===== src/common/softusb_bus_pkg.sv =====
/*
 * Memory bus definitions.
 * Data, address and byte select widths.
 * Address region encoding of the top two address bits.
 * Default RAM depth.
 */
package softusb_bus_pkg;

	localparam int DATA_W = 32; // Bus data width.
	localparam int ADDR_W = 32; // Bus address width.
	localparam int SEL_W = DATA_W / 8; // One select bit per byte.

	// Region from address bits 31:30.
	typedef enum logic [1:0] {
		REG_RAM    = 2'b00, // Program/data RAM.
		REG_TIMER  = 2'b01, // Free-running tick counter.
		REG_HOSTIF = 2'b10, // Host mailbox.
		REG_PORTS  = 2'b11  // USB port bank.
	} region_e;

	localparam int RAM_WORDS_DEF = 1024; // Default RAM depth in words.

endpackage


===== src/common/softusb_mem_if.sv =====
/*
 * Bus slice toward one slave.
 * Master, slave and read-back monitor modports.
 */
`timescale 1ns/100ps

interface softusb_mem_if import softusb_bus_pkg::*; ();

	logic              we;    // Gated write, first request cycle only.
	logic              re;    // Gated read, first request cycle only.
	logic [SEL_W-1:0]  sel;   // Byte select.
	logic [ADDR_W-1:0] addr;
	logic [DATA_W-1:0] wdata;
	logic [DATA_W-1:0] rdata; // Valid in the done cycle.

	// Decoder side.
	modport master (
		output we, re, sel, addr, wdata,
		input  rdata
	);

	// Slave side.
	modport slave (
		input  we, re, sel, addr, wdata,
		output rdata
	);

	// Read mux only looks at the data.
	modport monitor (
		input rdata
	);

endinterface


===== src/hdl/softusb_timer.sv =====
/*
 * Tick timer.
 * 32-bit free-running counter, cleared by any write.
 */
`timescale 1ns/100ps

module softusb_timer import softusb_bus_pkg::*; (
	input logic          usb_clk,
	input logic          usb_rst,
	softusb_mem_if.slave bus
);

	logic [DATA_W-1:0] count;

	always_ff @(posedge usb_clk) begin
		if (usb_rst || bus.we) begin
			count <= '0; // Write data ignored.
		end else begin
			count <= count + 1'b1;
		end
	end

	assign bus.rdata = count; // Live value.

endmodule


===== src/flat_wrapper.sv =====
// flat-port wrapper written by rule: the top's interface ports become plain ports
module softusb_timer_flat import softusb_bus_pkg::*;
  (usb_clk, usb_rst, bus_we, bus_re, bus_sel, bus_addr, bus_wdata, bus_rdata);
  softusb_mem_if bus_i ();
  input logic usb_clk;
  input logic usb_rst;
  input wire logic [$bits(bus_i.we)-1:0] bus_we;
  input wire logic [$bits(bus_i.re)-1:0] bus_re;
  input wire logic [$bits(bus_i.sel)-1:0] bus_sel;
  input wire logic [$bits(bus_i.addr)-1:0] bus_addr;
  input wire logic [$bits(bus_i.wdata)-1:0] bus_wdata;
  output wire logic [$bits(bus_i.rdata)-1:0] bus_rdata;
  assign bus_i.we = bus_we;
  assign bus_i.re = bus_re;
  assign bus_i.sel = bus_sel;
  assign bus_i.addr = bus_addr;
  assign bus_i.wdata = bus_wdata;
  assign bus_rdata = bus_i.rdata;
  softusb_timer u_core (.usb_clk(usb_clk), .usb_rst(usb_rst), .bus(bus_i));
endmodule

===== config.mk =====
export PLATFORM = sky130hd
export DESIGN_NAME = softusb_timer_flat
export DESIGN_NICKNAME = d
export VERILOG_FILES = /design/src/common/softusb_bus_pkg.sv /design/src/common/softusb_mem_if.sv /design/src/hdl/softusb_timer.sv /design/src/flat_wrapper.sv
export SDC_FILE = /design/constraint.sdc
export NUM_CORES = 1
export LEC_CHECK = 0
export BUFFER_PORTS_ARGS = -buffer_cell sky130_fd_sc_hd__buf_2
export CAP_MARGIN = 20
export CORE_UTILIZATION = 44
export DETAILED_ROUTE_END_ITERATION = 8
export GPL_TIMING_DRIVEN = 0
export HOLD_SLACK_MARGIN = 0.06
export PLACE_DENSITY_LB_ADDON = 0.2
export SETUP_SLACK_MARGIN = 0.2
export SKIP_CTS_REPAIR_TIMING = 1
export SLEW_MARGIN = 40
export SYNTH_ARGS = -nofsm -noshare
export SYNTH_HDL_FRONTEND = slang
export SYNTH_SLANG_ARGS = --single-unit
export TNS_END_PERCENT = 5

===== constraint.sdc =====
create_clock -name usb_clk -period 4.6 [get_ports usb_clk]
set_input_delay 0.23 -clock usb_clk [delete_from_list [all_inputs] [get_ports usb_clk]]
set_output_delay 0.23 -clock usb_clk [all_outputs]
set_load 0.02 [all_outputs]

==> metrics.txt <==
status=completed; die outline area=3690 sq um; fraction of final layout cells sized beyond drive strength 1=21.2%; Worst Hold Depth=3; core area=roughly 3200 sq um; total standard cell area after synthesis=1520 sq um; sequential fraction of design power=between 60% and 70%; CP endpoint kind=register; Longest Clk Path Bufs=2; fraction of power consumed by the clock network=between 30% and 40%; wire length of the first global-routing pass=about 5700 um; slack of the worst reg-to-reg path=approximately 2.3 ns; Max rail drop VDD=~140 uV; total vias in the final route=1469; data required time of the worst path=4.86 ns; library cell with the highest instance count after synthesis=sky130_fd_sc_hd__dfxtp_1; height of the chip=between 60 and 70 um; final antenna-violating net count=0; pin slew with the least headroom to its limit=between 0.8 and 0.9 ns; post-synthesis cell count=~180; worst-path fanout max=10; gp weighted congestion=around 0.84; origin of the critical flop-to-flop path=u_core.bus.rdata[0]; synthesized netlist net count=251; post-layout min period=between 2 and 2.5 ns; Avg WL per Cell=between 10 and 15 um; fraction of the cycle the final worst path needs=about 51%; number of rows created at floorplan=20; switching share of total power=a little under a quarter; Avg Synthesized Cell Area=between 8 and 9 sq um; number of cells on the worst reg-to-reg path=6; CTS tree=done; first-pass iteration count of the detailed router=4; number of nets in the layout=about 290; capturing point of the worst reg2reg path=u_core.bus.rdata[28]; DRC violations left=0; post-DR vias/cell=roughly 5.6; antenna violations before repair=0; fraction of registers with async set or reset after synthesis=0%; Final Setup Violations=0; Layout area overhead=17.3%; unrepaired setup endpoints after global routing=no; count of clock tree sinks=32; number of CTS-inserted buffers=5; width of the chip=a little over 60 um; Final Worst Setup Slack=roughly 2.3 ns; category of the most critical setup path=register to register; sequential element share of the synthesized area=between 40% and 50%; Sw Pwr=around 0.097 mW; CTS H-tree depth=2; main flop type after synthesis=sky130_fd_sc_hd__dfxtp_1; Max-Slew Margin vs Limit=~45%; Seq cells post-synth=32; Worst Hold Endpoint=u_core.bus.rdata[25]; worst hold path startpoint=usb_rst; internal power=~0.33 mW; cell types occupying the most area after synthesis=sky130_fd_sc_hd__dfxtp_1 42%, sky130_fd_sc_hd__nor2_1 5.2%, sky130_fd_sc_hd__nand4_1 4.9%, sky130_fd_sc_hd__xnor2_1 4.0%, sky130_fd_sc_hd__or3_1 3.7%; Boundary Pins=approximately 100; detailed placer's ending HPWL=approximately 2500 um; overall power of the completed layout=0.429 mW; sort of element at the start of the critical path=register; Maximum Capacitance Violations=0; total grt overflow=0; setup clock skew after layout=between 0.01 and 0.015 ns; post-placement setup slack=2.27 ns; number of warning messages in the yosys log=0; total leakage power=a little under 0.7 nW; detailed router's first-iteration violation count=between 60 and 70; gr usage total=between 20% and 30%; Worst EP arrival=2.60 ns; Setup TNS Final=0 ns; initial core utilization=between 40% and 50%; Port Buffers=34; number of global-route vias before repair=1284; distinct cell type count after synthesis=32; class of the tightest hold or removal check=input port to register; ranking of synthesized cells by instance count=32 x sky130_fd_sc_hd__dfxtp_1, 21 x sky130_fd_sc_hd__nor2_1, 12 x sky130_fd_sc_hd__nand2_1, 12 x sky130_fd_sc_hd__nand4_1; combinational cell fraction of total power=2.8%; pin count of the biggest net entering global routing=11; total power divided by cell area=241 nW/um^2; library cell occupying the most area in the post-synthesis netlist=sky130_fd_sc_hd__dfxtp_1; clock insertion delay at the later pin of the skew report=approximately 0.33 ns; antenna diode count=0; total count of max-transition violations in the final report=0; achievable clock frequency=0.429 GHz; number of flops mapped to enable cells by yosys=0; hold violation total from the final report=0; flip-flop count of the largest register after layout=32; clock-pin slew on the worst setup and hold paths=0.09 ns; area share of the largest cell type after synthesis=a little over two fifths; total length of routed wires=about 3500 um; CTS root buf=sky130_fd_sc_hd__clkbuf_4
-- cell type report --
type / instances / area (sq um)
Clock buffer: 5 / 37.5
Timing Repair Buffer: 34 / 170
Inverter: 5 / 18.8
Sequential cell: 32 / 641
Fill cell: 305 / 1370
Multi-Input combinational cell: 135 / 827
Buffer: 6 / 31.3
Tap cell: 44 / 55.1
-- placed cells by master (no fill, tap or decap), drive strengths merged --
master / count
buf: 37
dfxtp: 32
nor2: 21
nand4: 13
nand2: 12
nand3: 11
a21oi: 11
or3: 9
clkbuf: 8
xnor2: 7
and4: 6
xor2: 6
or4: 6
o31ai: 5
o21ai: 5
inv: 5
nor4: 4
mux2i: 3
or2: 2
and3: 2
a31oi: 2
a41o: 2
nor3: 2
and2: 2
o311ai: 1
nand2b: 1
a31o: 1
ha: 1
-- layer usage --
layer  share of wire (%)  global-route usage (%)  vias up
met4                 1.7                    9.74        0
li1                    -                       -      743
met5                   0                       0        -
met1                  45                    25.0      679
met3                 5.3                    6.82        7
met2                  48                    34.9       40
-- power by group through the flow --
stage / Sequential, mW / Clock, mW / Combinational, mW
after floorplan: 0.286 / 0 / 0.00634
after global placement: 0.285 / 0 / 0.0119
after detailed placement: 0.285 / 0 / 0.0123
after CTS: 0.279 / 0.143 / 0.0123
after global routing: 0.279 / 0.153 / 0.0132
final: 0.279 / 0.138 / 0.0120
-- how the worst max path moves through the flow --
stage                   startpoint                   end  slack, ns  cells after the start
6_report       u_core.bus.rdata[0]  u_core.bus.rdata[28]       2.27                      6
2_1_floorplan  u_core.bus.rdata[0]  u_core.bus.rdata[22]       2.30                      6
5_1_grt        u_core.bus.rdata[0]  u_core.bus.rdata[22]       2.11                      6
3_5_place_dp   u_core.bus.rdata[0]  u_core.bus.rdata[22]       2.27                      6
3_3_place_gp   u_core.bus.rdata[0]  u_core.bus.rdata[22]       2.30                      6
4_1_cts        u_core.bus.rdata[0]  u_core.bus.rdata[22]       2.25                      6
-- metrics by stage --
stage	cells	hold slack (ns)	utilization, %	cell area [sq um]
2_1_floorplan	178	0.406	-	1520
3_3_place_gp	256	0.453	55.3	1740
3_5_place_dp	256	0.479	55.3	1740
4_1_cts	261	0.193	56.5	1780
5_1_grt	261	0.189	56.5	1780
6_report	261	0.203	56.5	1780
-- worst max-delay path: stages, from the launching register on --
cell                      delay, ns
sky130_fd_sc_hd__dfxtp_1       0.42
sky130_fd_sc_hd__ha_1          0.25
sky130_fd_sc_hd__nand4_2       0.19
sky130_fd_sc_hd__or4_4         0.60
sky130_fd_sc_hd__buf_6         0.16
sky130_fd_sc_hd__or4_1         0.49
sky130_fd_sc_hd__a21oi_1       0.15
-- kinds of logic after synthesis --
| logic type | count (synthesis) | share of synthesized area [%] |
|---|---|---|
| AOI/OAI and AO/OA | 27 | 11.0 |
| xor gates and xnor gates | 13 | 7.50 |
| adders and majority gates | 1 | 0.824 |
| buffers and inverters | 11 | 3.30 |
| DFF | 32 | 42.2 |
| muxes | 3 | 1.98 |
| and+or+nand+nor | 91 | 33.1 |
(Power assumes the default switching activity.)
