**src/common/softusb_bus_pkg.sv**
```systemverilog
/*
 * Memory bus definitions.
 * Data, address and byte select widths.
 * Address region encoding of the top two address bits.
 * Default RAM depth.
 */
package softusb_bus_pkg;

	localparam int DATA_W = 32; // Bus data width.
	localparam int ADDR_W = 32; // Bus address width.
	localparam int SEL_W = DATA_W / 8; // One select bit per byte.

	// Region from address bits 31:30.
	typedef enum logic [1:0] {
		REG_RAM    = 2'b00, // Program/data RAM.
		REG_TIMER  = 2'b01, // Free-running tick counter.
		REG_HOSTIF = 2'b10, // Host mailbox.
		REG_PORTS  = 2'b11  // USB port bank.
	} region_e;

	localparam int RAM_WORDS_DEF = 1024; // Default RAM depth in words.

endpackage

```
**src/common/softusb_mem_if.sv**
```systemverilog
/*
 * Bus slice toward one slave.
 * Master, slave and read-back monitor modports.
 */
`timescale 1ns/100ps

interface softusb_mem_if import softusb_bus_pkg::*; ();

	logic              we;    // Gated write, first request cycle only.
	logic              re;    // Gated read, first request cycle only.
	logic [SEL_W-1:0]  sel;   // Byte select.
	logic [ADDR_W-1:0] addr;
	logic [DATA_W-1:0] wdata;
	logic [DATA_W-1:0] rdata; // Valid in the done cycle.

	// Decoder side.
	modport master (
		output we, re, sel, addr, wdata,
		input  rdata
	);

	// Slave side.
	modport slave (
		input  we, re, sel, addr, wdata,
		output rdata
	);

	// Read mux only looks at the data.
	modport monitor (
		input rdata
	);

endinterface

```
**src/hdl/softusb_hostif.sv**
```systemverilog
/*
 * Host mailbox.
 * Outbox byte toward the host, inbox byte from the host.
 * One-cycle interrupt after each processor write.
 */
`timescale 1ns/100ps

module softusb_hostif import softusb_bus_pkg::*; (
	input  logic         usb_clk,
	input  logic         usb_rst,
	softusb_mem_if.slave bus,
	input  logic         host_we_i,
	input  logic [7:0]   host_di_i,
	output logic [7:0]   host_do_o,
	output logic         irq_o
);

	logic [7:0] inbox;

	// Outbox, low byte of the write data.
	always_ff @(posedge usb_clk) begin
		if (usb_rst) begin
			host_do_o <= 8'h00;
			irq_o <= 1'b0;
		end else begin
			if (bus.we) begin
				host_do_o <= bus.wdata[7:0];
			end
			irq_o <= bus.we; // Pulse follows the write edge.
		end
	end

	// Inbox, loaded by the host.
	always_ff @(posedge usb_clk) begin
		if (usb_rst) begin
			inbox <= 8'h00;
		end else if (host_we_i) begin
			inbox <= host_di_i;
		end
	end

	assign bus.rdata = {{(DATA_W-16){1'b0}}, host_do_o, inbox};

	// Write strobe is one cycle per access, so no stretched pulse.
	a_irq_pulse: assert property (@(posedge usb_clk) disable iff (usb_rst)
		irq_o |=> !irq_o);

endmodule

```
**src/flat_wrapper.sv**
```systemverilog
// flat-port wrapper written by rule: the top's interface ports become plain ports
module softusb_hostif_flat import softusb_bus_pkg::*;
  (usb_clk, usb_rst, host_we_i, host_di_i, host_do_o, irq_o, bus_we, bus_re, bus_sel, bus_addr, bus_wdata, bus_rdata);
  softusb_mem_if bus_i ();
  input  logic usb_clk;
  input  logic usb_rst;
  input  logic host_we_i;
  input  logic [7:0] host_di_i;
  output logic [7:0] host_do_o;
  output logic irq_o;
  input wire logic [$bits(bus_i.we)-1:0] bus_we;
  input wire logic [$bits(bus_i.re)-1:0] bus_re;
  input wire logic [$bits(bus_i.sel)-1:0] bus_sel;
  input wire logic [$bits(bus_i.addr)-1:0] bus_addr;
  input wire logic [$bits(bus_i.wdata)-1:0] bus_wdata;
  output wire logic [$bits(bus_i.rdata)-1:0] bus_rdata;
  assign bus_i.we = bus_we;
  assign bus_i.re = bus_re;
  assign bus_i.sel = bus_sel;
  assign bus_i.addr = bus_addr;
  assign bus_i.wdata = bus_wdata;
  assign bus_rdata = bus_i.rdata;
  softusb_hostif u_core (.usb_clk(usb_clk), .usb_rst(usb_rst), .bus(bus_i), .host_we_i(host_we_i), .host_di_i(host_di_i), .host_do_o(host_do_o), .irq_o(irq_o));
endmodule
```
**config.mk**
```make
export PLATFORM = sky130hd
export DESIGN_NAME = softusb_hostif_flat
export DESIGN_NICKNAME = d
export VERILOG_FILES = /design/src/common/softusb_bus_pkg.sv /design/src/common/softusb_mem_if.sv /design/src/hdl/softusb_hostif.sv /design/src/flat_wrapper.sv
export SDC_FILE = /design/constraint.sdc
export NUM_CORES = 1
export LEC_CHECK = 0
export BUFFER_PORTS_ARGS = -buffer_cell sky130_fd_sc_hd__clkbuf_2
export CAP_MARGIN = 40
export CORE_MARGIN = 2
export CORE_UTILIZATION = 28
export DETAILED_ROUTE_END_ITERATION = 10
export HOLD_SLACK_MARGIN = 0.1
export PLACE_DENSITY = 0.78
export SLEW_MARGIN = 20
export SYNTH_ARGS = -nofsm -noshare
export SYNTH_HDL_FRONTEND = slang
export SYNTH_SLANG_ARGS = --single-unit
```
**constraint.sdc**
```tcl
create_clock -name usb_clk -period 0.8 [get_ports usb_clk]
set_input_delay 0.16 -clock usb_clk [delete_from_list [all_inputs] [get_ports usb_clk]]
set_output_delay 0.16 -clock usb_clk [all_outputs]
set_load 0.01 [all_outputs]
```
==> results.json <==
{
  "die_width_um": 57.2,
  "cp_data_required_time_ns": 0.64,
  "synth_area_um2": 792,
  "synth_xor_area_frac": 0,
  "vias": 583,
  "fin_crit_ns": 0.922,
  "p_total_mw": 1.75,
  "fin_hold_ws_ns": 0.112,
  "htreeDepth": 1,
  "ys_seq_elements": 17,
  "timing.critical_path.fanout_max": 3,
  "rrSetupSlack_ns": 0.07,
  "p_int_mw": 1.29,
  "multiInputGateArea_um2": 287,
  "critical-path-max-stage-delay_ns": 0.37,
  "via_per_inst": 3.91,
  "grt_pass1_wl_um": 2280,
  "synth.yosys.warnings": 0,
  "n_fill_cell": 268,
  "ir_worst_vdd_mv": 0.746,
  "groute.layer.met3.usage": 0.0317,
  "p_switching_uw": 463,
  "sequential_fraction_of_design_power": 0.537,
  "ys_seq_area_frac": 0.430,
  "violations": "setup timing",
  "fraction_of_met2_tracks_used_by_global_routing": 0.159,
  "end_kind": "primary output",
  "status": "finished with violations",
  "die_area_um2": 3270,
  "global_route.peak_usage_layer": "met2",
  "final_util": 0.406,
  "post_synth_num_cell_types": 7,
  "initial_utilization": 0.292,
  "core_area_um2": 2710,
  "drv_slew": 0,
  "gpl.final_weighted_congestion": 0.572,
  "switching_share": 0.264,
  "antenna_found_initial": 0,
  "cellPowerDensity_nw_per_um2": 1590,
  "critPathLaunchType": "flop",
  "setup-violations-final": 26,
  "routed_wire_length_per_instance_um": 9.81,
  "max_freq_mhz": 1080,
  "synth_top_cells_by_count": "buf_4 (25), dfxtp_1 (17), mux2i_1 (16), nor2_1 (16), buf_6 (3)",
  "clock_skew_ns": 0,
  "critical_path_arrival_ns": 0.76,
  "grt_util_all_layers": 0.0912,
  "path_buf_inv": 1,
  "cts_tree": "done",
  "drt-pass1-iter-count": 2,
  "worst_hold_path_class": "input port to flop",
  "cts_num_sinks": 17,
  "async_flop_share": 0,
  "min_period_over_period": 1.15,
  "critical_path.slowest_cell": "dfxtp_4",
  "cp_cell_sequence": "buf_6",
  "first_iter_violations": 13,
  "yosys-mux-area-fraction": 0.202,
  "ant_nets": 0,
  "post_route_cells_drive_above_1_share": 0.500,
  "syn_avg_cell_area_um2": 10.0,
  "p_comb_frac": 0.209,
  "vias_in_the_first_global_route": 526,
  "worst_setup_hold_path_clk_slew_ns": 0.10,
  "synthToLayoutAreaGrowth_pct": 39.0,
  "cts.path.max_buffers": 2,
  "worst_slack_ns": -0.122,
  "power.share.clock": 0.254,
  "timing_hold_violations_final": 0,
  "grt_start_max_net_pins": 18,
  "p_leak_nw": 0.581,
  "grt_remaining_overflow": 0,
  "dieHeight_um": 57.2,
  "synth-edff-count": 0,
  "synth_top_family_by_area": "buffers and inverters",
  "most_common_flop_cell_mapped_by_yosys": "dfxtp_1",
  "drt_wl_total_um": 1460,
  "antenna_cells_inserted": 0,
  "worstSetupPathType": "flop to primary output",
  "row_count": 19,
  "synthDominantAreaCellType": "dfxtp_1",
  "netlist_top_cells_area": "dfxtp_1 (43%), buf_4 (24%), mux2i_1 (20%), nor2_1 (7.6%), buf_6 (4.3%)",
  "rsz0062_at_grt": "yes",
  "netlist.area_leader.share": 0.430,
  "worst_skew_pair.late_latency_ns": 0.28,
  "use_met1": 0.0996,
  "portBuffers": 44,
  "drv.max_cap_violation_count": 0,
  "synth_fa_ha_area_frac": 0,
  "drcViolationCount": 0,
  "num_io_pins": 122,
  "ctsRootBufferMaster": "clkbuf_4",
  "cts_buffers": 3,
  "ff_latch_area_um2": 363,
  "final_nets": 200,
  "synth-compound-area-share": 0,
  "crit_family": "flip-flops",
  "synth_simple_gate_area_frac": 0.0837,
  "post-synth-top-count-cell": "buf_4",
  "syn-instance-count": 79
}
power groups by stage:
stage / logic, mW / registers, mW / clock network (mW)
floorplan: 0.245 / 0.967 / 0
global placement: 0.289 / 0.944 / 0
detailed placement: 0.292 / 0.946 / 0
CTS: 0.336 / 0.935 / 0.493
global route: 0.402 / 0.950 / 0.534
finish: 0.367 / 0.941 / 0.445
worst reg2reg max path: cells and delay by family, from the launching register on:
| kind | cells | cell delay (ns) |
|---|---|---|
| flops | 1 | 0.34 |
| mux | 1 | 0.12 |
| buf+inv | 1 | 0.11 |
| simple gates | 1 | 0.06 |
cell families after synthesis:
family | Yosys count
buffers and inverters | 28
flip-flops | 17
other | 1
AND/OR/NAND/NOR | 17
multiplexers | 16
worst paths after layout:
check	start	end	cells after the start
worst max-delay path	u_core.host_do_o[7]	bus_rdata[15]	1
worst min-delay path	bus_wdata[6]	u_core.host_do_o[6]	3
worst max register to register	u_core.inbox[1]	u_core.inbox[1]	3
worst min register to register	u_core.host_do_o[3]	u_core.host_do_o[3]	2
flip-flops by register name (all words and copies together) (netlist names):
register          count
u_core.host_do_o      8
u_core.inbox          8
u_core.irq_o          1
cell usage in the layout, fill, tap and decap left out:
cell,n
nor2b_1,1
clkinv_2,1
conb_1,16
buf_6,16
dfxtp_1,1
dlygate4sd3_1,9
clkbuf_2,12
nor2_1,16
dfxtp_2,15
clkbuf_4,3
buf_2,11
mux2i_1,16
dfxtp_4,1
metrics by stage:
stage          area (um2)  TNS (ns)  worst slack (ns)  std cells
3_3_place_gp          886    -0.232           -0.0271        141
6_report             1100     -2.57            -0.122        149
2_1_floorplan         848         0             0.134         94
4_1_cts              1040     -3.34            -0.150        156
3_5_place_dp          886    -0.368           -0.0542        141
5_1_grt              1100     -4.00            -0.180        149
area by class of cell:
class	count	area share
multi-input combinational	49	0.260
tap	31	0.0352
clock buffer	3	0.0205
sequential	17	0.330
timing repair buffer	48	0.350
clock inverter	1	0.00455
timing repair:
| item | CTS | global route |
|---|---|---|
| hold endpoints to repair | 9 | 0 |
| setup endpoints to repair | 25 | 32 |
| resized for setup | 16 | 42 |
| pin swaps | 0 | 6 |
| setup buffers | 2 | 0 |
| hold buffers | 9 | 0 |
metal layers:
metal  part of all wire  wire length, um
met1               0.38              549
met2               0.50              729
met3               0.13              183
met4                  0                0
met5                  0                0
Note: power is estimated with default switching activity, not from simulation.
