===== config.mk =====
export PLATFORM = sky130hd
export DESIGN_NAME = softusb_port_flat
export DESIGN_NICKNAME = d
export VERILOG_FILES = /design/src/common/softusb_bus_pkg.sv /design/src/common/softusb_port_pkg.sv /design/src/common/softusb_mem_if.sv /design/src/port/softusb_port.sv /design/src/flat_wrapper.sv
export SDC_FILE = /design/constraint.sdc
export NUM_CORES = 1
export LEC_CHECK = 0
export BUFFER_PORTS_ARGS = -buffer_cell sky130_fd_sc_hd__buf_2
export CORE_MARGIN = 10
export CORE_UTILIZATION = 31
export DETAILED_ROUTE_END_ITERATION = 10
export PLACE_DENSITY = 0.79
export REMOVE_ABC_BUFFERS = 1
export SLEW_MARGIN = 20
export SYNTH_ARGS = -nofsm -noshare
export SYNTH_HDL_FRONTEND = slang
export SYNTH_SLANG_ARGS = --single-unit

===== constraint.sdc =====
create_clock -name usb_clk -period 2.4 [get_ports usb_clk]
set_input_delay 0.24 -clock usb_clk [delete_from_list [all_inputs] [get_ports usb_clk]]
set_output_delay 0.24 -clock usb_clk [all_outputs]
set_load 0.02 [all_outputs]

===== src/common/softusb_bus_pkg.sv =====
/*
 * Memory bus definitions.
 * Data, address and byte select widths.
 * Address region encoding of the top two address bits.
 * Default RAM depth.
 */
package softusb_bus_pkg;

	localparam int DATA_W = 32; // Bus data width.
	localparam int ADDR_W = 32; // Bus address width.
	localparam int SEL_W = DATA_W / 8; // One select bit per byte.

	// Region from address bits 31:30.
	typedef enum logic [1:0] {
		REG_RAM    = 2'b00, // Program/data RAM.
		REG_TIMER  = 2'b01, // Free-running tick counter.
		REG_HOSTIF = 2'b10, // Host mailbox.
		REG_PORTS  = 2'b11  // USB port bank.
	} region_e;

	localparam int RAM_WORDS_DEF = 1024; // Default RAM depth in words.

endpackage


===== src/common/softusb_port_pkg.sv =====
/*
 * USB port definitions.
 * Port register map and line-state encoding.
 * Default port count, port index position and width helper.
 */
package softusb_port_pkg;

	// Port register from address bits 3:2.
	typedef enum logic [1:0] {
		PR_CTRL  = 2'b00, // Speed and output enable.
		PR_TX    = 2'b01, // Transmit line state.
		PR_RX    = 2'b10, // Synchronized receive lines.
		PR_EVENT = 2'b11  // Line-change flag, clear on read.
	} port_reg_e;

	// Line states. Bit 0 is vp, bit 1 is vm.
	typedef enum logic [1:0] {
		LS_SE0 = 2'b00,
		LS_J   = 2'b01,
		LS_K   = 2'b10,
		LS_SE1 = 2'b11
	} line_e;

	localparam int NUM_PORTS_DEF = 2; // Default number of ports.
	localparam int PORT_IDX_BIT = 4; // Low bit of the port index.

	// Port index width, at least one bit.
	function automatic int idx_w(input int n);
		return (n > 1) ? $clog2(n) : 1;
	endfunction

endpackage


===== src/common/softusb_mem_if.sv =====
/*
 * Bus slice toward one slave.
 * Master, slave and read-back monitor modports.
 */
`timescale 1ns/100ps

interface softusb_mem_if import softusb_bus_pkg::*; ();

	logic              we;    // Gated write, first request cycle only.
	logic              re;    // Gated read, first request cycle only.
	logic [SEL_W-1:0]  sel;   // Byte select.
	logic [ADDR_W-1:0] addr;
	logic [DATA_W-1:0] wdata;
	logic [DATA_W-1:0] rdata; // Valid in the done cycle.

	// Decoder side.
	modport master (
		output we, re, sel, addr, wdata,
		input  rdata
	);

	// Slave side.
	modport slave (
		input  we, re, sel, addr, wdata,
		output rdata
	);

	// Read mux only looks at the data.
	modport monitor (
		input rdata
	);

endinterface


===== src/port/softusb_port.sv =====
/*
 * One USB port.
 * Control register, transmit line-state driver.
 * Two-stage receive synchronizer, sticky line-change flag.
 * Register read-back selected by port register.
 */
`timescale 1ns/100ps

module softusb_port import softusb_bus_pkg::*, softusb_port_pkg::*; (
	input  logic         usb_clk,
	input  logic         usb_rst,
	softusb_mem_if.slave bus,
	output logic         spd_o,
	output logic         oe_n_o,
	output logic         vp_o,
	output logic         vm_o,
	input  logic         vp_i,
	input  logic         vm_i,
	input  logic         rcv_i
);

	port_reg_e         preg;
	logic              oe;        // Output enable, active high.
	line_e             tx_line;   // Driven line state.
	logic [2:0]        rx_meta;   // First sync stage.
	logic [2:0]        rx_sync;   // {rcv, vm, vp}, synchronized.
	logic [1:0]        line_prev; // Last cycle's vm/vp.
	logic              change;
	logic              event_q;
	logic [DATA_W-1:0] rdata_q;

	assign preg = port_reg_e'(bus.addr[3:2]);

	// Control and transmit registers.
	always_ff @(posedge usb_clk) begin
		if (usb_rst) begin
			spd_o <= 1'b0;
			oe <= 1'b0;
			tx_line <= LS_SE0;
		end else if (bus.we) begin
			if (preg == PR_CTRL) begin
				spd_o <= bus.wdata[0];
				oe <= bus.wdata[1];
			end else if (preg == PR_TX) begin
				tx_line <= line_e'(bus.wdata[1:0]);
			end
		end
	end

	assign oe_n_o = ~oe;

	// Line state to pad levels.
	always_comb begin
		case (tx_line)
			LS_J:    {vm_o, vp_o} = 2'b01;
			LS_K:    {vm_o, vp_o} = 2'b10;
			LS_SE1:  {vm_o, vp_o} = 2'b11;
			default: {vm_o, vp_o} = 2'b00; // SE0.
		endcase
	end

	// Two flops from the pads.
	always_ff @(posedge usb_clk) begin
		rx_meta <= {rcv_i, vm_i, vp_i};
		rx_sync <= rx_meta;
		line_prev <= rx_sync[1:0];
	end

	assign change = (rx_sync[1:0] != line_prev); // Line state only, not rcv.

	// Sticky flag. A new change beats the read clear.
	always_ff @(posedge usb_clk) begin
		if (usb_rst) begin
			event_q <= 1'b0;
		end else if (change) begin
			event_q <= 1'b1;
		end else if (bus.re && preg == PR_EVENT) begin
			event_q <= 1'b0;
		end
	end

	// Captured on the request edge, before the flag clears.
	always_ff @(posedge usb_clk) begin
		if (bus.re) begin
			case (preg)
				PR_CTRL:  rdata_q <= {{(DATA_W-2){1'b0}}, oe, spd_o};
				PR_TX:    rdata_q <= {{(DATA_W-2){1'b0}}, tx_line};
				PR_RX:    rdata_q <= {{(DATA_W-3){1'b0}}, rx_sync};
				default:  rdata_q <= {{(DATA_W-1){1'b0}}, event_q};
			endcase
		end
	end

	assign bus.rdata = rdata_q;

	// SE1 never goes out on an enabled driver.
	a_no_se1_drive: assert property (@(posedge usb_clk) disable iff (usb_rst)
		!oe_n_o |-> (tx_line != LS_SE1));

endmodule


===== src/flat_wrapper.sv =====
// flat-port wrapper written by rule: the top's interface ports become plain ports
module softusb_port_flat import softusb_bus_pkg::*, softusb_port_pkg::*;
  (usb_clk, usb_rst, spd_o, oe_n_o, vp_o, vm_o, vp_i, vm_i, rcv_i, bus_we, bus_re, bus_sel, bus_addr, bus_wdata, bus_rdata);
  softusb_mem_if bus_i ();
  input  logic usb_clk;
  input  logic usb_rst;
  output logic spd_o;
  output logic oe_n_o;
  output logic vp_o;
  output logic vm_o;
  input  logic vp_i;
  input  logic vm_i;
  input  logic rcv_i;
  input wire logic [$bits(bus_i.we)-1:0] bus_we;
  input wire logic [$bits(bus_i.re)-1:0] bus_re;
  input wire logic [$bits(bus_i.sel)-1:0] bus_sel;
  input wire logic [$bits(bus_i.addr)-1:0] bus_addr;
  input wire logic [$bits(bus_i.wdata)-1:0] bus_wdata;
  output wire logic [$bits(bus_i.rdata)-1:0] bus_rdata;
  assign bus_i.we = bus_we;
  assign bus_i.re = bus_re;
  assign bus_i.sel = bus_sel;
  assign bus_i.addr = bus_addr;
  assign bus_i.wdata = bus_wdata;
  assign bus_rdata = bus_i.rdata;
  softusb_port u_core (.usb_clk(usb_clk), .usb_rst(usb_rst), .bus(bus_i), .spd_o(spd_o), .oe_n_o(oe_n_o), .vp_o(vp_o), .vm_o(vm_o), .vp_i(vp_i), .vm_i(vm_i), .rcv_i(rcv_i));
endmodule

==> results_dict.tcl, run 1 <==
set metrics [dict create \
    vdd_ir_drop_max_mv 0.306 \
    via_per_inst 3.57 \
    num_rows 17 \
    syn_to_final_growth_pct 1.96 \
    layout_commonest_cell "conb_1" \
    crit_buf_inv 2 \
    numPortBuffers 17 \
    cts_max_path_buffers 2 \
    cap_viol_max_count 0 \
    grt_max_degree 10 \
    post-route-period-util 0.448 \
    mostFrequentLayoutCells "conb_1 (29), buf_2 (17), dfxtp_1 (13)" \
    netlist_area_um2 767 \
    synth_top_area_share 0.339 \
    layout_min_cycle_time_ps 1070 \
    required_ps 2160 \
    ioPinCount 111 \
    die_area_mm2 0.00486 \
    critPathKind "flip-flop to output port" \
    cts_tree "built" \
    cp-startpoint "u_core.oe" \
    hold_path.class "primary input to flip-flop" \
    power.total_mw 0.515 \
    ant_nets 0 \
    drtIter0Drc 2 \
    hpwlAfterDp_um 1160 \
    num_vias 411 \
    rsz0062_at_grt "no" \
    start_util 0.337 \
    num_antenna_cells 0 \
    cts_setup_buffers 0 \
    worst_path_max_delay_cell "dfxtp_1" \
    insertion_delay_ps 280 \
    cp_max_fo 3 \
    maxSlewViolCount 0 \
    yosysWarnings 0 \
    track_usage 0.0498 \
    grt_pass1_wl_um 2000 \
    synth-seq-cells 16 \
    arrival_ps 830 \
    antenna_found_initial 0 \
    critPathCaptureType "output port" \
    slowest_delay_ps 360 \
    synth_cell_types 19 \
    route.detailed.drc 0 \
    route.detailed.wl_per_inst_um 11.2 \
    yosysTopAreaCell "dfxtp_1" \
    cts_inserted_buffers 3 \
    synthTopCellsByArea "dfxtp_1 (34%), buf_4 (28%), edfxtp_1 (12%)" \
    critPathTopFamily "flip-flops" \
    fin_setup_tns_ps 0 \
    ctsResizeCount 0 \
    netlist_instances 70 \
    hold_viol 0 \
    cts_sinks 16 \
    ys_seq_area_frac 0.457 \
    p_leak_nw 0.394 \
    core_mm2 0.00228 \
    drive_gt1_frac 0.276 \
    power.density_mw_per_mm2 659 \
    die_w_um 69.7 \
    drt_pass1_iterations 3 \
    start_kind "flip-flop" \
    dieHeight_um 69.7 \
    clock_skew_ps 6.96 \
    r2r_start "u_core.spd_o" \
    htree_levels 1 \
    finalSetupViolCount 0 \
    path_cells "inv_1, buf_2" \
    gp_congestion 0.797 \
    clk_pin_slew_ps 90 \
    cts_root_buf "clkbuf_4" \
    nNetsFinal 163 \
    gr-total-overflow 0 \
    fin_hold_ws_ps 65.8 \
    status "finished, final reports clean" \
    min-delay-start "vp_i" \
    fmax_ghz 0.931 \
    totalWireLength_um 1290 \
    avgSynthCellArea_um2 11.0 \
    hold_buffers 0 \
    first_global_vias 465 \
]
==> power breakdown <==
part / internal (mW) / leakage, nW / switching, mW
Clock: 0.0602 / 0.0154 / 0.0748
Combinational: 0.0214 / 0.239 / 0.0648
Sequential: 0.288 / 0.139 / 0.00585
Total: 0.370 / 0.394 / 0.145
==> flip-flops by register name, indices dropped and copies added (netlist names) <==
register          cells
u_core.event_q        1
u_core.rx_meta        3
u_core.oe             1
u_core.bus.rdata      3
u_core.tx_line        2
u_core.spd_o          1
u_core.line_prev      2
u_core.rx_sync        3
==> layout make-up <==
type / count / area [um^2]
Sequential cell: 16 / 350
Inverter: 1 / 3.75
Fill cell: 238 / 1490
Tap cell: 28 / 35.0
Clock inverter: 1 / 3.75
Multi-Input combinational cell: 49 / 282
Clock buffer: 3 / 22.5
Timing Repair Buffer: 17 / 85.1
==> final timing paths <==
kind,endpoint,slack [ps],cells after the start
setup / recovery,oe_n_o,1330,2
hold / removal,u_core.rx_meta[0],70,1
setup reg to reg,u_core.bus.rdata[0],1360,1
hold reg to reg,u_core.rx_sync[2],330,0
==> per-stage QoR <==
stage,utilization,instances,worst slack (ps),cell area [um^2]
global route,0.344,115,1250,782
finish,0.344,115,1330,782
detailed placement,0.332,111,1170,756
floorplan,-,66,1320,636
CTS,0.344,115,1310,782
global placement,0.332,111,1190,756
==> per-layer routing <==
layer | wire [um] | up-vias | global-route usage
li1 | - | 201 | -
met1 | 519 | 174 | 0.0502
met2 | 496 | 36 | 0.0655
met3 | 275 | 0 | 0.0571
met4 | 0 | 0 | 0.0130
met5 | 0 | - | 0
==> Yosys cell counts <==
master and n:
dfxtp_1 13, nor2_1 4, conb_1 1, nand3b_1 1
and3b_2 1, edfxtp_1 3, buf_4 29, nand2_1 1
nor3b_4 1, nand3_1 1, a31oi_1 1, inv_1 1
buf_6 1, nand3b_2 1, xnor2_1 2, mux2i_1 5
clkbuf_1 2, mux4_2 1, o21ai_0 1
==> logic make-up (layout without fill, tap and decap cells) <==
| logic type | count (synthesis) | count (layout) | share of synthesized area |
|---|---|---|---|
| and+or+nand+nor | 10 | 10 | 0.0930 |
| buffers and inverters | 33 | 22 | 0.313 |
| AOI/OAI and AO/OA | 2 | 2 | 0.0147 |
| DFF | 16 | 16 | 0.457 |
| xor gates and xnor gates | 2 | 2 | 0.0228 |
| muxes | 6 | 6 | 0.0946 |
| other | 1 | 29 | 0.00489 |
No activity file was read; power rests on OpenSTA's default activity.
==> run 2: changes to the inputs <==
Settings changed: CORE_UTILIZATION 31 to 29, PLACE_DENSITY 0.79 to 0.74.
Clock period 2.4 ns to 1 ns, I/O delays scaled along.
==> results_dict.tcl, run 2 (synthesized netlist as in run 1, its figures left out) <==
set metrics [dict create \
    status "complete, but fails checks" \
    violations "setup timing" \
    cts_tree "built" \
    ff2ff_setup_slack_ps -20 \
    die_area_mm2 0.00510 \
    gp_congestion 0.786 \
    route.detailed.wl_per_inst_um 11.5 \
    post-route-period-util 1.02 \
    cts_root_buf "clkbuf_4" \
    maxSlewViolCount 0 \
    num_rows 18 \
    num_vias 442 \
    r2r-end "u_core.bus.rdata[0]" \
    p_comb_frac 0.171 \
    worst_path_max_delay_cell "mux4_2" \
    slowest_delay_ps 450 \
    fmax_ghz 0.979 \
    dieHeight_um 71.4 \
    p_clk_frac 0.307 \
    drtIter0Drc 5 \
    nNetsFinal 170 \
    path_cells "mux4_2" \
    gr-total-overflow 0 \
    grt_max_degree 10 \
    ant_nets 0 \
    fillers 247 \
    track_usage 0.0508 \
    rsz0062_at_grt "yes" \
    required_ps 1030 \
    drt_pass1_iterations 3 \
    first_global_vias 468 \
    drive_gt1_frac 0.351 \
    finalInstanceArea_um2 872 \
    cp_max_fo 2 \
    route.detailed.drc 0 \
    place_area_um2 781 \
    r2r_start "u_core.event_q" \
    layout_min_cycle_time_ps 1020 \
    p_leak_nw 0.435 \
    pwr-share-seq 0.522 \
    pre_cts_slack_ps -32.5 \
    mostFrequentLayoutCells "conb_1 (29), buf_2 (15), dfxtp_1 (9)" \
    die_w_um 71.4 \
    num_antenna_cells 0 \
    dp_cells 116 \
    p_sw_mw 0.367 \
    insertion_delay_ps 280 \
    core_mm2 0.00250 \
    clock_skew_ps 2.06 \
    cp.depth 1 \
    arrival_ps 1050 \
    cts_sinks 16 \
    rr_worst_depth 1 \
    fin_setup_tns_ps -21.7 \
    vdd_ir_drop_max_mv 0.820 \
    ioPinCount 111 \
    layout.cells.non_filler 124 \
    cts_inserted_buffers 3 \
    fin_hold_ws_ps 28.2 \
    cap_viol_max_count 0 \
    power.total_mw 1.35 \
    swShare 0.272 \
    power.density_mw_per_mm2 1550 \
    fin_util 0.349 \
    syn_to_final_growth_pct 13.7 \
    via_per_inst 3.56 \
    critPathCaptureType "flip-flop" \
    totalWireLength_um 1420 \
    hold_viol 0 \
    layout_commonest_cell "conb_1" \
    cts_max_path_buffers 2 \
    clk_pin_slew_ps 90 \
    finalSetupViolCount 1 \
    grt_pass1_wl_um 2060 \
    start_util 0.307 \
    start_kind "flip-flop" \
    htree_levels 1 \
    hpwlAfterDp_um 1200 \
    numPortBuffers 17 \
    cp-startpoint "u_core.event_q" \
    crit_end "u_core.bus.rdata[0]" \
    critPathKind "flip-flop to flip-flop" \
    crit_buf_inv 0 \
    hold_path.class "primary input to flip-flop" \
    antenna_found_initial 0 \
    critPathTopFamily "multiplexers" \
    p_int_mw 0.984 \
    setup_slack_ps -21.7 \
]
## run 2: area by class of cell
class	count	area, um^2	share of cell area
Sequential cell	16	355	0.407
Multi-Input combinational cell	49	282	0.323
Timing Repair Buffer	24	158	0.181
Tap cell	30	37.5	0.0430
Clock buffer	4	36.3	0.0416
Inverter	1	3.75	0.00430
## run 2: how the worst min path moves through the flow
stage                  from           endpoint  slack (ps)  cells past startpoint
floorplan              vp_i  u_core.rx_meta[0]         130                      0
CTS                 usb_rst       u_core.spd_o          20                      2
global placement       vp_i  u_core.rx_meta[0]         200                      1
detailed placement     vp_i  u_core.rx_meta[0]         200                      1
global route        usb_rst          u_core.oe          30                      2
finish              usb_rst          u_core.oe          30                      2
## run 2: routing by layer
layer  vias to the layer above  routed length [um]  track usage
li1                        217                   -            -
met1                       189                 550       0.0512
met2                        34                 653       0.0765
met3                         2                 210       0.0413
met4                         0                   9       0.0194
met5                         -                   0            0
## run 2: power groups by stage
stage                     registers, mW  clock network [mW]  logic [mW]
after global routing              0.710               0.464       0.250
after global placement            0.719                   0       0.207
after floorplan                   0.733                   0       0.135
after detailed placement          0.721                   0       0.209
final                             0.706               0.415       0.231
after CTS                         0.706               0.431       0.225
## run 2: timing repair
action                                  in CTS  in global routing
resized for setup                            5                  3
endpoints found under the setup margin       3                  3
hold buffers                                 3                  0
buffers inserted                             1                  0
endpoints found under the hold margin        3                  0
==> run 3: changes to the inputs <==
--- a/config.mk
+++ b/config.mk
@@ -6,10 +6,12 @@
 export NUM_CORES = 1
 export LEC_CHECK = 0
+export ABC_AREA = 1
 export BUFFER_PORTS_ARGS = -buffer_cell sky130_fd_sc_hd__buf_2
 export CORE_MARGIN = 10
-export CORE_UTILIZATION = 29
+export CORE_UTILIZATION = 30
 export DETAILED_ROUTE_END_ITERATION = 10
-export PLACE_DENSITY = 0.74
+export PLACE_DENSITY = 0.76
 export REMOVE_ABC_BUFFERS = 1
+export SKIP_CTS_REPAIR_TIMING = 1
 export SLEW_MARGIN = 20
 export SYNTH_ARGS = -nofsm -noshare
==> constraint.sdc (replaced) <==
create_clock -name usb_clk -period 1 [get_ports usb_clk]
set_input_delay 0.2 -clock usb_clk [delete_from_list [all_inputs] [get_ports usb_clk]]
set_output_delay 0.2 -clock usb_clk [all_outputs]
set_load 0.02 [all_outputs]
==> results_dict.tcl, run 3 <==
set metrics [dict create \
    status "complete, but fails checks" \
    violations "setup timing" \
    yosysTopAreaCell "dfxtp_1" \
    synth_edf_count 3 \
    num_vias 531 \
    synthTopCellsByArea "dfxtp_1 (33%), buf_4 (28%), edfxtp_1 (11%)" \
    clock_skew_ps 8.69 \
    ys.flop_type "dfxtp_1" \
    required_ps 800 \
    num_rows 18 \
    route.detailed.drc 0 \
    synth-seq-cells 16 \
    finalSetupViolCount 3 \
    multi_input_area_um2 268 \
    core_mm2 0.00250 \
    grt_max_degree 10 \
    worst_path_max_delay_cell "edfxtp_1" \
    critPathTopFamily "flip-flops" \
    start_util 0.315 \
    die_w_um 71.2 \
    insertion_delay_ps 280 \
    layout_commonest_cell "conb_1" \
    fin_setup_tns_ps -35.9 \
    clk_pin_slew_ps 90 \
    yosysMostFrequentCell "buf_4" \
    die_area_mm2 0.00507 \
    fmax_ghz 0.976 \
    synth_top_area_share 0.331 \
    synth_cell_types 17 \
    min-delay-start "vp_i" \
    yosysWarnings 0 \
    ioPinCount 111 \
    avgSynthCellArea_um2 8.37 \
    mostFrequentLayoutCells "conb_1 (29), nand2_1 (13), buf_2 (12)" \
    fillers 278 \
    vdd_ir_drop_max_mv 0.727 \
    path_cells "buf_6" \
    cts_inserted_buffers 3 \
    critPathKind "flip-flop to output port" \
    ys_seq_area_frac 0.445 \
    drive_gt1_frac 0.261 \
    crit_buf_inv 1 \
    cts_root_buf "clkbuf_4" \
    hold_viol 0 \
    nNetsFinal 191 \
    track_usage 0.0505 \
    power.total_mw 1.28 \
    layout_min_cycle_time_ps 1020 \
    cts_sinks 16 \
    post-route-period-util 1.02 \
    start_kind "flip-flop" \
    netlist_area_um2 787 \
    via_per_inst 3.66 \
    cap_viol_max_count 0 \
    totalWireLength_um 1440 \
    grt_pass1_wl_um 2100 \
    antenna_found_initial 0 \
    first_global_vias 479 \
    hpwlAfterDp_um 1250 \
    regArea_um2 355 \
    arrival_ps 820 \
    drt_pass1_iterations 4 \
    p_leak_nw 0.449 \
    route.detailed.wl_per_inst_um 9.92 \
    dieHeight_um 71.2 \
    setup_slack_ps -24.4 \
    htree_levels 1 \
    hold_path.class "primary input to flip-flop" \
    syn_to_final_growth_pct 9.54 \
    netlist_instances 94 \
    cts_max_path_buffers 2 \
    ys_top_cells_by_count "buf_4 (29), dfxtp_1 (13), nand2_1 (13)" \
    num_antenna_cells 0 \
    gr-total-overflow 0 \
    cp-startpoint "u_core.bus.rdata[0]" \
    cts_tree "built" \
    numPortBuffers 17 \
    rsz0062_at_grt "yes" \
    maxSlewViolCount 0 \
    slowest_delay_ps 390 \
    gp_congestion 0.860 \
    ant_nets 0 \
    async_flop_share 0 \
    cp_max_fo 1 \
    critPathCaptureType "output port" \
    power.density_mw_per_mm2 1490 \
    drtIter0Drc 11 \
    r2r_start "u_core.tx_line[1]" \
]
run 3: cell types whose count changed after synthesis, sizes merged, moves of 2 or more:
cell / change
a21oi: +3
inv: +8
mux2i: -5
nand2: +12
nand3: +5
nand3b: -2
nand4: +3
nor2: +3
xnor2: -2
run 3: worst register-to-register path: stages, from the launching register on:
cell and delay, ps:
dfxtp_2 330, buf_4 130, nand3_1 80, o211ai_1 90
run 3: per-layer routing:
layer,track usage,part of all wire,vias up
met1,0.0407,0.32,219
li1,-,-,275
met5,0,0,-
met4,0.0129,0.0083,0
met2,0.0745,0.44,34
met3,0.0647,0.23,3
run 3: cell type report:
type,instances,share of cell area
Inverter,10,0.0435
Multi-Input combinational cell,64,0.311
Clock buffer,4,0.0305
Tap cell,30,0.0435
Sequential cell,16,0.412
Timing Repair Buffer,21,0.160
run 3: per-stage QoR:
step | std cells | utilization | hold WS [ps] | worst slack (ps) | instance area, um^2
6_report | 145 | 0.345 | 18.2 | -24.4 | 862
5_1_grt | 145 | 0.345 | 5.93 | -61.5 | 862
4_1_cts | 141 | 0.322 | 2.29 | -63.9 | 805
3_5_place_dp | 137 | 0.311 | 304 | 83.9 | 778
3_3_place_gp | 137 | 0.311 | 303 | 89.3 | 778
2_1_floorplan | 90 | - | 228 | 198 | 656
run 3: worst paths after layout:
kind	slack [ps]	end	cells after the start
worst max register to register	140	u_core.bus.rdata[1]	3
worst min-delay path	20	u_core.rx_meta[0]	1
worst max-delay path	-20	bus_rdata[0]	1
worst min register to register	330	u_core.rx_sync[0]	0
run 3: power breakdown:
| group | total (mW) | switching (mW) | internal [mW] |
|---|---|---|---|
| Sequential | 0.709 | 0.0151 | 0.694 |
| Clock | 0.341 | 0.186 | 0.155 |
| Combinational | 0.234 | 0.173 | 0.0610 |
run 3: kinds of logic after synthesis:
logic type | after synthesis | share of synthesized area
AO/OA/AOI/OAI | 6 | 0.0413
buffers and inverters | 42 | 0.348
flip-flops | 16 | 0.445
other | 1 | 0.00476
AND/OR/NAND/NOR | 29 | 0.161
